## config.mk

```make
export PLATFORM = sky130hd
export DESIGN_NAME = afu_edge
export DESIGN_NICKNAME = d
export VERILOG_FILES = /design/src/hw/edge_pkg.sv /design/src/hw/ccip_pkg.sv /design/src/hw/write_heap_ctrl.sv /design/src/hw/write_packet_tracker.sv /design/src/hw/write_flow_ctrl.sv /design/src/hw/afu_edge.sv
export VERILOG_INCLUDE_DIRS = /design/src /design/src/include
export SDC_FILE = /design/constraint.sdc
export NUM_CORES = 1
export LEC_CHECK = 0
export BUFFER_PORTS_ARGS = -buffer_cell sky130_fd_sc_hd__buf_2
export CAP_MARGIN = 10
export CORE_AREA = 2 2 512 514
export DETAILED_ROUTE_END_ITERATION = 12
export DIE_AREA = 0 0 514 516
export MAX_ROUTING_LAYER = met4
export SYNTH_ARGS = -nofsm -noshare
export SYNTH_HDL_FRONTEND = slang
export SYNTH_SLANG_ARGS = --single-unit
```

## constraint.sdc

```tcl
create_clock -name clk -period 7.8 [get_ports clk]
set_input_delay 0 -clock clk [delete_from_list [all_inputs] [get_ports clk]]
set_output_delay 0 -clock clk [all_outputs]
set_load 0.01 [all_outputs]
```

## src/include/afu_edge_consts.svh

```systemverilog
// ====================
// Constants shared by the accelerator edge for bus widths, heap sizing
// and flow control thresholds
// ====================

`ifndef AFU_EDGE_CONSTS_SVH
`define AFU_EDGE_CONSTS_SVH

// Cache-line address counted in 64-byte lines
`define CL_ADDR_WIDTH 42

// One full cache line of write data
`define CL_DATA_WIDTH 512

// Request tag returned unchanged with the response
`define MDATA_WIDTH 16

// Number of line slots in the external write data store
`define WRITE_HEAP_ENTRIES 32

// Requests the pipeline must still absorb after almost-full is raised
`define ALMOST_FULL_THRESHOLD 8

// Largest multi-line write packet, in beats
`define MAX_MULTI_LINE_BEATS 4

// Slots held back so a packet in flight plus the threshold always fits
`define HEAP_MIN_FREE (`ALMOST_FULL_THRESHOLD + `MAX_MULTI_LINE_BEATS + 1)

`endif

```

## src/hw/edge_pkg.sv

```systemverilog
// ====================
// Write heap types for slot indices, beat numbers and the heap store port
// ====================

`include "afu_edge_consts.svh"

package edge_pkg;

    // ====================
    // Heap addressing
    // ====================

    // One slot holds every beat of one write packet
    typedef logic [$clog2(`WRITE_HEAP_ENTRIES)-1:0] heap_idx_t;

    // Position of a beat inside its packet where the sop beat is 0
    typedef logic [$clog2(`MAX_MULTI_LINE_BEATS)-1:0] beat_num_t;

    // ====================
    // Heap store port
    // ====================

    // The store is addressed by slot and beat together.
    // A single-line write always lands in beat 0
    typedef struct packed {
        logic                      en;
        heap_idx_t                 heap_idx;
        beat_num_t                 beat_num;
        logic [`CL_DATA_WIDTH-1:0] data;
    } heap_wr_t;

endpackage

```

## src/hw/ccip_pkg.sv

```systemverilog
// ====================
// Request channel types seen at the accelerator side and at the pipeline
// ====================

`include "afu_edge_consts.svh"

package ccip_pkg;

    // Collapsed writes name their heap slot instead of carrying data
    import edge_pkg::*;

    // ====================
    // Request header
    // ====================

    // Line-count code of a request.
    // Codes 0, 1 and 3 stand for 1, 2 and 4 lines, and the code
    // doubles as the number of the last beat of a write packet
    typedef logic [1:0] cl_len_t;

    // Common header of reads and writes.
    // On non-sop write beats address and cl_len are don't-care
    typedef struct packed {
        logic [`CL_ADDR_WIDTH-1:0] address;
        cl_len_t                   cl_len;
        logic [`MDATA_WIDTH-1:0]   mdata;
        logic                      sop;
    } req_hdr_t;

    // ====================
    // Channel requests
    // ====================

    // Read request, identical on both sides of the edge
    typedef struct packed {
        logic     valid;
        req_hdr_t hdr;
    } c0_req_t;

    // One write beat from the accelerator, with its line of data
    typedef struct packed {
        logic                      valid;
        req_hdr_t                  hdr;
        logic [`CL_DATA_WIDTH-1:0] data;
    } c1_req_t;

    // Collapsed write toward the pipeline.
    // The data already sits in the heap at heap_idx
    typedef struct packed {
        logic      valid;
        req_hdr_t  hdr;
        heap_idx_t heap_idx;
    } c1_ctrl_t;

endpackage

```

## src/hw/write_heap_ctrl.sv

```systemverilog
// ====================
// Free-list allocator of write heap slots, keeping a reserve for writes
// that are already on their way
// ====================

`timescale 1ns/1ps

`include "afu_edge_consts.svh"

module write_heap_ctrl
    import edge_pkg::*;
(
    input  logic      clk,
    input  logic      reset,
    input  logic      alloc,
    output heap_idx_t alloc_idx,
    output logic      heap_avail,
    input  logic      free,
    input  heap_idx_t free_idx
);

    localparam int ENTRIES = `WRITE_HEAP_ENTRIES;

    // One extra bit so that a completely free heap can be counted
    typedef logic [$clog2(ENTRIES):0] count_t;

    // ====================
    // Free list storage
    // ====================

    // Circular FIFO of free slots.
    // With a power-of-two size the pointers wrap on their own
    heap_idx_t free_list [ENTRIES];
    heap_idx_t head;
    heap_idx_t tail;
    count_t    free_count;

    // At reset every slot is free and handed out in ascending order.
    // A returned slot goes to the tail, behind all slots still waiting
    always_ff @(posedge clk)
    begin
        if (reset)
        begin
            for (int i = 0; i < ENTRIES; i++)
            begin
                free_list[i] <= heap_idx_t'(i);
            end
        end
        else if (free)
        begin
            free_list[tail] <= free_idx;
        end
    end

    // The head of the list is the slot for the next packet
    assign alloc_idx = free_list[head];

    // ====================
    // Pointers and count
    // ====================

    always_ff @(posedge clk)
    begin
        if (reset)
        begin
            head       <= '0;
            tail       <= '0;
            free_count <= count_t'(ENTRIES);
        end
        else
        begin
            if (alloc)
            begin
                head <= head + heap_idx_t'(1);
            end

            if (free)
            begin
                tail <= tail + heap_idx_t'(1);
            end

            // A free and an alloc in the same cycle leave the count alone
            case ({alloc, free})
                2'b10:   free_count <= free_count - count_t'(1);
                2'b01:   free_count <= free_count + count_t'(1);
                default: free_count <= free_count;
            endcase
        end
    end

    // Registered reserve check that lags the count by one cycle.
    // The reserve covers this lag as well as the accelerator's reaction time
    always_ff @(posedge clk)
    begin
        if (reset)
        begin
            heap_avail <= 1'b1;
        end
        else
        begin
            heap_avail <= (free_count > count_t'(`HEAP_MIN_FREE));
        end
    end

endmodule

```

## src/hw/write_packet_tracker.sv

```systemverilog
// ====================
// Beat tracker for multi-line writes that rebuilds the sop header on
// later beats and flags the last beat
// ====================

`timescale 1ns/1ps

`include "afu_edge_consts.svh"

module write_packet_tracker
    import ccip_pkg::*;
    import edge_pkg::*;
(
    input  logic      clk,
    input  logic      reset,
    input  c1_req_t   beat,
    output req_hdr_t  canon_hdr,
    output beat_num_t beat_num,
    output logic      eop,
    output logic      packet_active
);

    // Address and length from the latest sop beat.
    // Later beats of the packet may carry anything in these fields
    logic [`CL_ADDR_WIDTH-1:0] sop_address;
    cl_len_t                   sop_cl_len;

    // Beat count of the packet in progress
    beat_num_t beat_cnt;

    // ====================
    // Header recovery
    // ====================

    always_ff @(posedge clk)
    begin
        if (beat.valid && beat.hdr.sop)
        begin
            sop_address <= beat.hdr.address;
            sop_cl_len  <= beat.hdr.cl_len;
        end
    end

    // The sop beat supplies its own header.
    // Every other beat borrows the saved address and length
    always_comb
    begin
        canon_hdr = beat.hdr;
        if (!beat.hdr.sop)
        begin
            canon_hdr.address = sop_address;
            canon_hdr.cl_len  = sop_cl_len;
        end
    end

    // ====================
    // Beat counting
    // ====================

    assign beat_num = beat_cnt;

    // The length code equals the number of the final beat
    assign eop = beat.valid && (beat_cnt == beat_num_t'(canon_hdr.cl_len));

    always_ff @(posedge clk)
    begin
        if (reset)
        begin
            beat_cnt      <= '0;
            packet_active <= 1'b0;
        end
        else if (beat.valid)
        begin
            beat_cnt      <= eop ? '0 : beat_cnt + beat_num_t'(1);
            // Stays low across single-line writes
            packet_active <= !eop;
        end
    end

endmodule

```

## src/hw/write_flow_ctrl.sv

```systemverilog
// ====================
// Registered almost-full toward the accelerator, held off while a
// write packet is still arriving
// ====================

`timescale 1ns/1ps

module write_flow_ctrl
(
    input  logic clk,
    input  logic reset,
    input  logic fiu_c0_alm_full,
    input  logic fiu_c1_alm_full,
    input  logic heap_avail,
    input  logic packet_active,
    output logic afu_c0_alm_full,
    output logic afu_c1_alm_full
);

    // Writes must stop when the pipeline fills or the heap reserve is reached
    logic write_full;

    // Set once write-full has been seen between packets
    logic sticky_full;

    assign write_full = fiu_c1_alm_full || !heap_avail;

    // ====================
    // Almost-full registers
    // ====================

    // A packet that has started must be allowed to finish, since its
    // slot is already taken and the control request is not yet sent.
    // The heap reserve absorbs the remaining beats
    always_ff @(posedge clk)
    begin
        if (reset)
        begin
            afu_c0_alm_full <= 1'b1;
            afu_c1_alm_full <= 1'b1;
            sticky_full     <= 1'b0;
        end
        else
        begin
            afu_c0_alm_full <= fiu_c0_alm_full;
            afu_c1_alm_full <= write_full && (!packet_active || sticky_full);

            if (!write_full)
            begin
                sticky_full <= 1'b0;
            end
            else if (!packet_active)
            begin
                sticky_full <= 1'b1;
            end
        end
    end

endmodule

```

## src/hw/afu_edge.sv

```systemverilog
// ====================
// Accelerator edge of the request pipeline that stores write data in the
// heap and sends one control request per write packet
// ====================

`timescale 1ns/1ps

module afu_edge
    import ccip_pkg::*;
    import edge_pkg::*;
#(
    parameter int ENFORCE_WR_ORDER = 1
)
(
    input  logic      clk,
    input  logic      reset,
    input  c0_req_t   afu_c0,
    input  c1_req_t   afu_c1,
    input  logic      fiu_c0_alm_full,
    input  logic      fiu_c1_alm_full,
    input  logic      heap_free,
    input  heap_idx_t heap_free_idx,
    output c0_req_t   fiu_c0,
    output c1_ctrl_t  fiu_c1,
    output heap_wr_t  heap_wr,
    output logic      afu_c0_alm_full,
    output logic      afu_c1_alm_full,
    output logic      afu_reset
);

    heap_idx_t alloc_idx;
    logic      heap_avail;
    logic      wr_eop;
    logic      packet_active;
    req_hdr_t  canon_hdr;
    beat_num_t beat_num;

    // The accelerator leaves reset one cycle after the pipeline
    always_ff @(posedge clk)
    begin
        afu_reset <= reset;
    end

    // ====================
    // Read path
    // ====================

    // Writes leave through a register, so reads take the same delay
    // when their order against writes must hold
    generate
        if (ENFORCE_WR_ORDER != 0)
        begin : g_rd_reg
            always_ff @(posedge clk)
            begin
                fiu_c0.hdr <= afu_c0.hdr;
                if (reset)
                begin
                    fiu_c0.valid <= 1'b0;
                end
                else
                begin
                    fiu_c0.valid <= afu_c0.valid;
                end
            end
        end
        else
        begin : g_rd_direct
            assign fiu_c0 = afu_c0;
        end
    endgenerate

    // ====================
    // Write path
    // ====================

    write_packet_tracker u_tracker (
        .clk           (clk),
        .reset         (reset),
        .beat          (afu_c1),
        .canon_hdr     (canon_hdr),
        .beat_num      (beat_num),
        .eop           (wr_eop),
        .packet_active (packet_active)
    );

    // The slot is taken only at the end of the packet, so every
    // beat of the packet sees the same head of the free list
    write_heap_ctrl u_heap_ctrl (
        .clk        (clk),
        .reset      (reset),
        .alloc      (wr_eop),
        .alloc_idx  (alloc_idx),
        .heap_avail (heap_avail),
        .free       (heap_free),
        .free_idx   (heap_free_idx)
    );

    // Each valid beat goes straight to the data store
    always_comb
    begin
        heap_wr.en       = afu_c1.valid;
        heap_wr.heap_idx = alloc_idx;
        heap_wr.beat_num = beat_num;
        heap_wr.data     = afu_c1.data;
    end

    // One control request per packet, sent once all its data is stored.
    // It carries the recovered sop header
    always_ff @(posedge clk)
    begin
        fiu_c1.hdr      <= canon_hdr;
        fiu_c1.hdr.sop  <= 1'b1;
        fiu_c1.heap_idx <= alloc_idx;
        if (reset)
        begin
            fiu_c1.valid <= 1'b0;
        end
        else
        begin
            fiu_c1.valid <= wr_eop;
        end
    end

    write_flow_ctrl u_flow_ctrl (
        .clk             (clk),
        .reset           (reset),
        .fiu_c0_alm_full (fiu_c0_alm_full),
        .fiu_c1_alm_full (fiu_c1_alm_full),
        .heap_avail      (heap_avail),
        .packet_active   (packet_active),
        .afu_c0_alm_full (afu_c0_alm_full),
        .afu_c1_alm_full (afu_c1_alm_full)
    );

endmodule

```

==> results of run 1 <==
timing repair:
action                                  4_1_cts  5_1_grt
endpoints found under the hold margin       204        0
endpoints found under the setup margin        0        0
hold buffers                                227        0
setup buffers                                 0        0
cells by family after synthesis:
kind of cell | Yosys count | share of synthesized area [%]
buffers and inverters | 585 | 24.1
DFF | 361 | 53.6
and+or+nand+nor | 319 | 10.6
muxes | 109 | 8.17
AOI/OAI and AO/OA | 55 | 2.13
adders and majority gates | 11 | 0.840
xor gates and xnor gates | 10 | 0.550
other | 1 | 0.0217
layer usage:
metal  GRT usage (%)
met5               -
met4            3.31
met3            17.4
met2            14.0
met1            6.63
through the flow:
step / util [%] / setup slack (ns)
floorplan: - / 4.97
detailed placement: 7.26 / 3.78
CTS: 8.74 / 4.06
global route: 8.74 / 3.60
global placement: 7.26 / 3.90
==> key figures, run 1 <==
Floorplanning
  • Row count: 187
  • Die Wd: 514 um
  • Die height: 516 um
  • Initial Utilization: 6.67%
  • Num ports: 1298

CTS
  • PostCTS Resize Cnt: 0
  • # clock sinks: 361
  • H-tree depth: 2
  • Clk buf depth: 3
  • Root buf cell: clkbuf_16
  • Total CTS buffers: 46

Logic synthesis
  • Yosys top cell by area: edfxtp_1
  • Commonest register cell after synthesis: edfxtp_1
  • Synthesized net count: 2108
  • Count leader, synth: buf_4
  • Synth Area per Inst: 11.9 sq um
  • Ys async rst share: 0%
  • Number of synthesized flops with an enable pin: 204
  • Yosys warnings: 0
  • Sequential area share after synthesis: 53.6%
  • Seq cells post-synth: 361
  • Post-synth top area share: 35.4%
  • Syn Std Cell Area: 17300 sq um
  • Top cells by area in the synthesized netlist: edfxtp_1 (35%), buf_4 (22%), dfxtp_1 (18%), and2_1 (3.0%), or3_1 (3.0%)
  • Most common library cells after synthesis: buf_4 (514), edfxtp_1 (204), dfxtp_1 (157)
  • Synth Instances: 1451
  • Distinct cells, synth: 51

GRT
  • GR Util All Layers: 10.7%
  • Gr ovfl total: 0
  • Pin count of the biggest net entering global routing: 61
  • First-pass GRT wire length: 166000 um
  • Vias in the first global route: 11000
  • Initial antenna violation count: 14

Placed design
  • Port Buf Inserts: 272
  • RePlAce Congestion: 0.831
  • Cells after DPL: 4554
  • Post-DP HPWL: 123000 um
  • Area after DPL: 18800 sq um

Outcome
  • Err: [ERROR DRT-0255] Maze Route cannot find path of net afu_c1[222] in worker of routeBox ( 483000 386400 ) ( 514000 434700 ).
  • Status: aborted with a tool error
  • Stop stage: detailed routing
==> inputs of run 2 (changes only) <==
- CORE_AREA: 2 2 512 514 -> 2 2 504 506
- DIE_AREA: 0 0 514 516 -> 0 0 506 508
- MAX_ROUTING_LAYER: met4 -> default
- PLACE_DENSITY_LB_ADDON: default -> 0.15
==> run 2 against run 1 <==
The run now ends clean. Area after synthesis did not move. Synthesized cell count unchanged. Global-route usage fell by 2.5 points.
==> key figures, run 2 <==
Outcome
  • Status: finished, final reports clean

Setup path
  • Critical Path RT: 7.80 ns
  • R2R Path Start: u_tracker.sop_cl_len[0]
  • Crit path launch type: flip-flop
  • Slowest stage cell, crit path: buf_4
  • Cell family with most CP delay: buffers and inverters
  • Worst EP arrival: 3.59 ns
  • CP bufs+invs: 2
  • Worst-path fanout max: 45
  • Worst setup path category: flip-flop to primary output
  • Crit path cell chain: buf_4 > mux4_2 > a22o_1 > a221oi_1 > nand3_1 > buf_2
  • Critical Path End Type: primary output
  • CP max stage delay: 0.73 ns

Hold path
  • Hold path startpoint: afu_c1[71]
  • Hold Path Class: input port to primary output

GRT
  • Initial antenna violation count: 10 (-4)
  • First-pass GRT wire length: 134000 um (-19%)
  • GR Util All Layers: 8.15% (-2.5 points)
  • Pin count of the biggest net entering global routing: 46 (-25%)
  • Most Crowded Layer GR: met3
  • Grt met2 use: 9.70% (-4.3 points)
  • Vias in the first global route: 11500 (+4.6%)
  • Met3 global-route usage: 10.2% (-7.2 points)
  • Gr ovfl total: 0 (unchanged)
  • Met1 usage: 7.27% (+0.64 points)

Routing
  • Final routed DRC violation total: 0
  • Detailed-router iteration count before antenna repair: 4
  • Final wirelength: 109000 um
  • Routed vias/inst: 2.23
  • 1st-iter DRT viols: 563
  • Routed WL per cell: 22.4 um
  • ANT nets after route: 0
  • Vias: 10900

CTS
  • H-tree depth: 2 (unchanged)
  • Clock Latency Late Sink: 0.67 ns
  • Total CTS buffers: 53 (+15%)
  • CTS tree: yes
  • # clock sinks: 361 (unchanged)
  • Root buf cell: clkbuf_16
  • Clk buf depth: 3 (unchanged)
  • Clk slew on worst S/H paths: 0.06 ns

Finish
  • Top reg by flops: u_heap_ctrl.free_list
  • Most common cell after layout, fill and taps aside: buf_2
  • Share of layout cells above drive strength 1: 30.3%
  • Final nets: 2107
  • Area Growth Syn to Fin: 32.8%
  • Most frequent cells in the layout: buf_2 (272), dlygate4sd3_1 (240), edfxtp_1 (204), dfxtp_1 (155)
  • Max reg flops: 160
  • Largest registers: u_heap_ctrl.free_list (160), fiu_c1 (66), fiu_c0 (62)

Logic synthesis
  • Synth Area per Inst: 11.9 sq um (unchanged)
  • Seq cells post-synth: 361 (unchanged)
  • Post-synth top area share: 35.4% (unchanged)
  • Yosys top cell by area: edfxtp_1
  • Synthesized net count: 2108 (unchanged)
  • Count leader, synth: buf_4
  • Ys async rst share: 0% (unchanged)
  • Distinct cells, synth: 51 (unchanged)
  • Top cells by area in the synthesized netlist: edfxtp_1 (35%), buf_4 (22%), dfxtp_1 (18%), and2_1 (3.0%), or3_1 (3.0%)
  • Syn Std Cell Area: 17300 sq um (unchanged)
  • Sequential area share after synthesis: 53.6% (unchanged)
  • Synth Instances: 1451 (unchanged)
  • Most common library cells after synthesis: buf_4 (514), edfxtp_1 (204), dfxtp_1 (157)
  • Commonest register cell after synthesis: edfxtp_1
  • Yosys warnings: 0 (unchanged)
  • Number of synthesized flops with an enable pin: 204 (unchanged)

Flow run
  • Max_cap viols: 0

Floorplanning
  • Placeable Area: 252000 sq um
  • Die height: 508 um (-1.6%)
  • Die Wd: 506 um (-1.6%)
  • Initial Utilization: 6.85% (+0.18 points)
  • Full die area: 257000 sq um
  • Num ports: 1298 (unchanged)
  • Row count: 185 (-1.1%)

STA
  • Setup Skew: 0.0476 ns
  • Finish-stage setup viols: 0
  • Final period utilization: 46.0%
  • Fin crit period: 3.59 ns
  • Fmax: 0.279 GHz
  • Slew @ Worst Pin: 0.884 ns
  • RSZ-0062 raised after global routing: no
  • Final Hold Viols: 0
  • Setup_tns: 0 ns
  • Max_slew headroom: 41.0%
  • Slew Limit Fails: 0

Placed design
  • RePlAce Congestion: 0.719 (-14%)
  • Post-DP HPWL: 84000 um (-32%)
  • Port Buf Inserts: 272 (unchanged)

Power
  • Total power: 5070 uW
  • Leakage: 0.00728 uW
  • Peak supply drop: 0.000162 V
  • Pwr/cell area: 221 nW/um^2
run 2: cell counts after synthesis:
No cell type changed its count.
run 2: power by group:
group	switching [uW]	leakage [uW]	internal [uW]	total (uW)
clock network	1080	0.000837	1410	2490
logic	218	0.00335	211	429
registers	45.9	0.00310	2100	2150
total	1350	0.00728	3730	5070
run 2: final cells by class:
type / count / area (sq um)
inverter: 8 / 30.0
clock buffer: 72 / 1450
fill: 29200 / 229000
tap: 3366 / 4210
sequential: 361 / 9270
multi-input combinational: 505 / 3860
timing repair buffer: 521 / 3830
clock inverter: 26 / 292
antenna: 4 / 10.0
run 2: cell families after synthesis:
logic type,count (synthesis),synth area share (%)
AO/OA/AOI/OAI,55,2.13
XOR/XNOR,10,0.550
adder cells (fa/ha/maj),11,0.840
buffers and inverters,585,24.1
flip-flops,361,53.6
multiplexers,109,8.17
other,1,0.0217
AND/OR/NAND/NOR,319,10.6
run 2: per-stage QoR:
stage	hold slack (ns)	std cells	cell area [sq um]	setup WS [ns]	utilization (%)
after floorplan	0.0277	1451	17300	4.97	-
after global placement	0.0000686	4521	18800	4.21	7.45
after detailed placement	0.0000686	4521	18800	4.19	7.45
after CTS	0.0000686	4859	22900	4.06	9.09
after global routing	0.0000151	4860	22900	4.01	9.09
final	0.00000443	4863	23000	4.21	9.10
run 2: worst paths after layout:
kind         cells after the start  slack [ns]                        end
min reg2reg                      2        0.46    u_flow_ctrl.sticky_full
min                              0    0.000004                heap_wr[71]
max                              6        4.21               heap_wr[516]
max reg2reg                     11        4.52  u_heap_ctrl.free_count[5]
run 2: layer usage:
layer  part of all wire (%)  vias up
li1                       -     4437
met1                     32     4896
met2                     35     1275
met3                     26      218
met4                    5.9       30
met5                    1.4        -
run 2: repair_timing:
item	4_1_cts	5_1_grt
resized for setup	0	0
hold buffers	240	0
endpoints found under the hold margin	187	0
buffers inserted	0	0
Power figures use the tool's default switching activity.
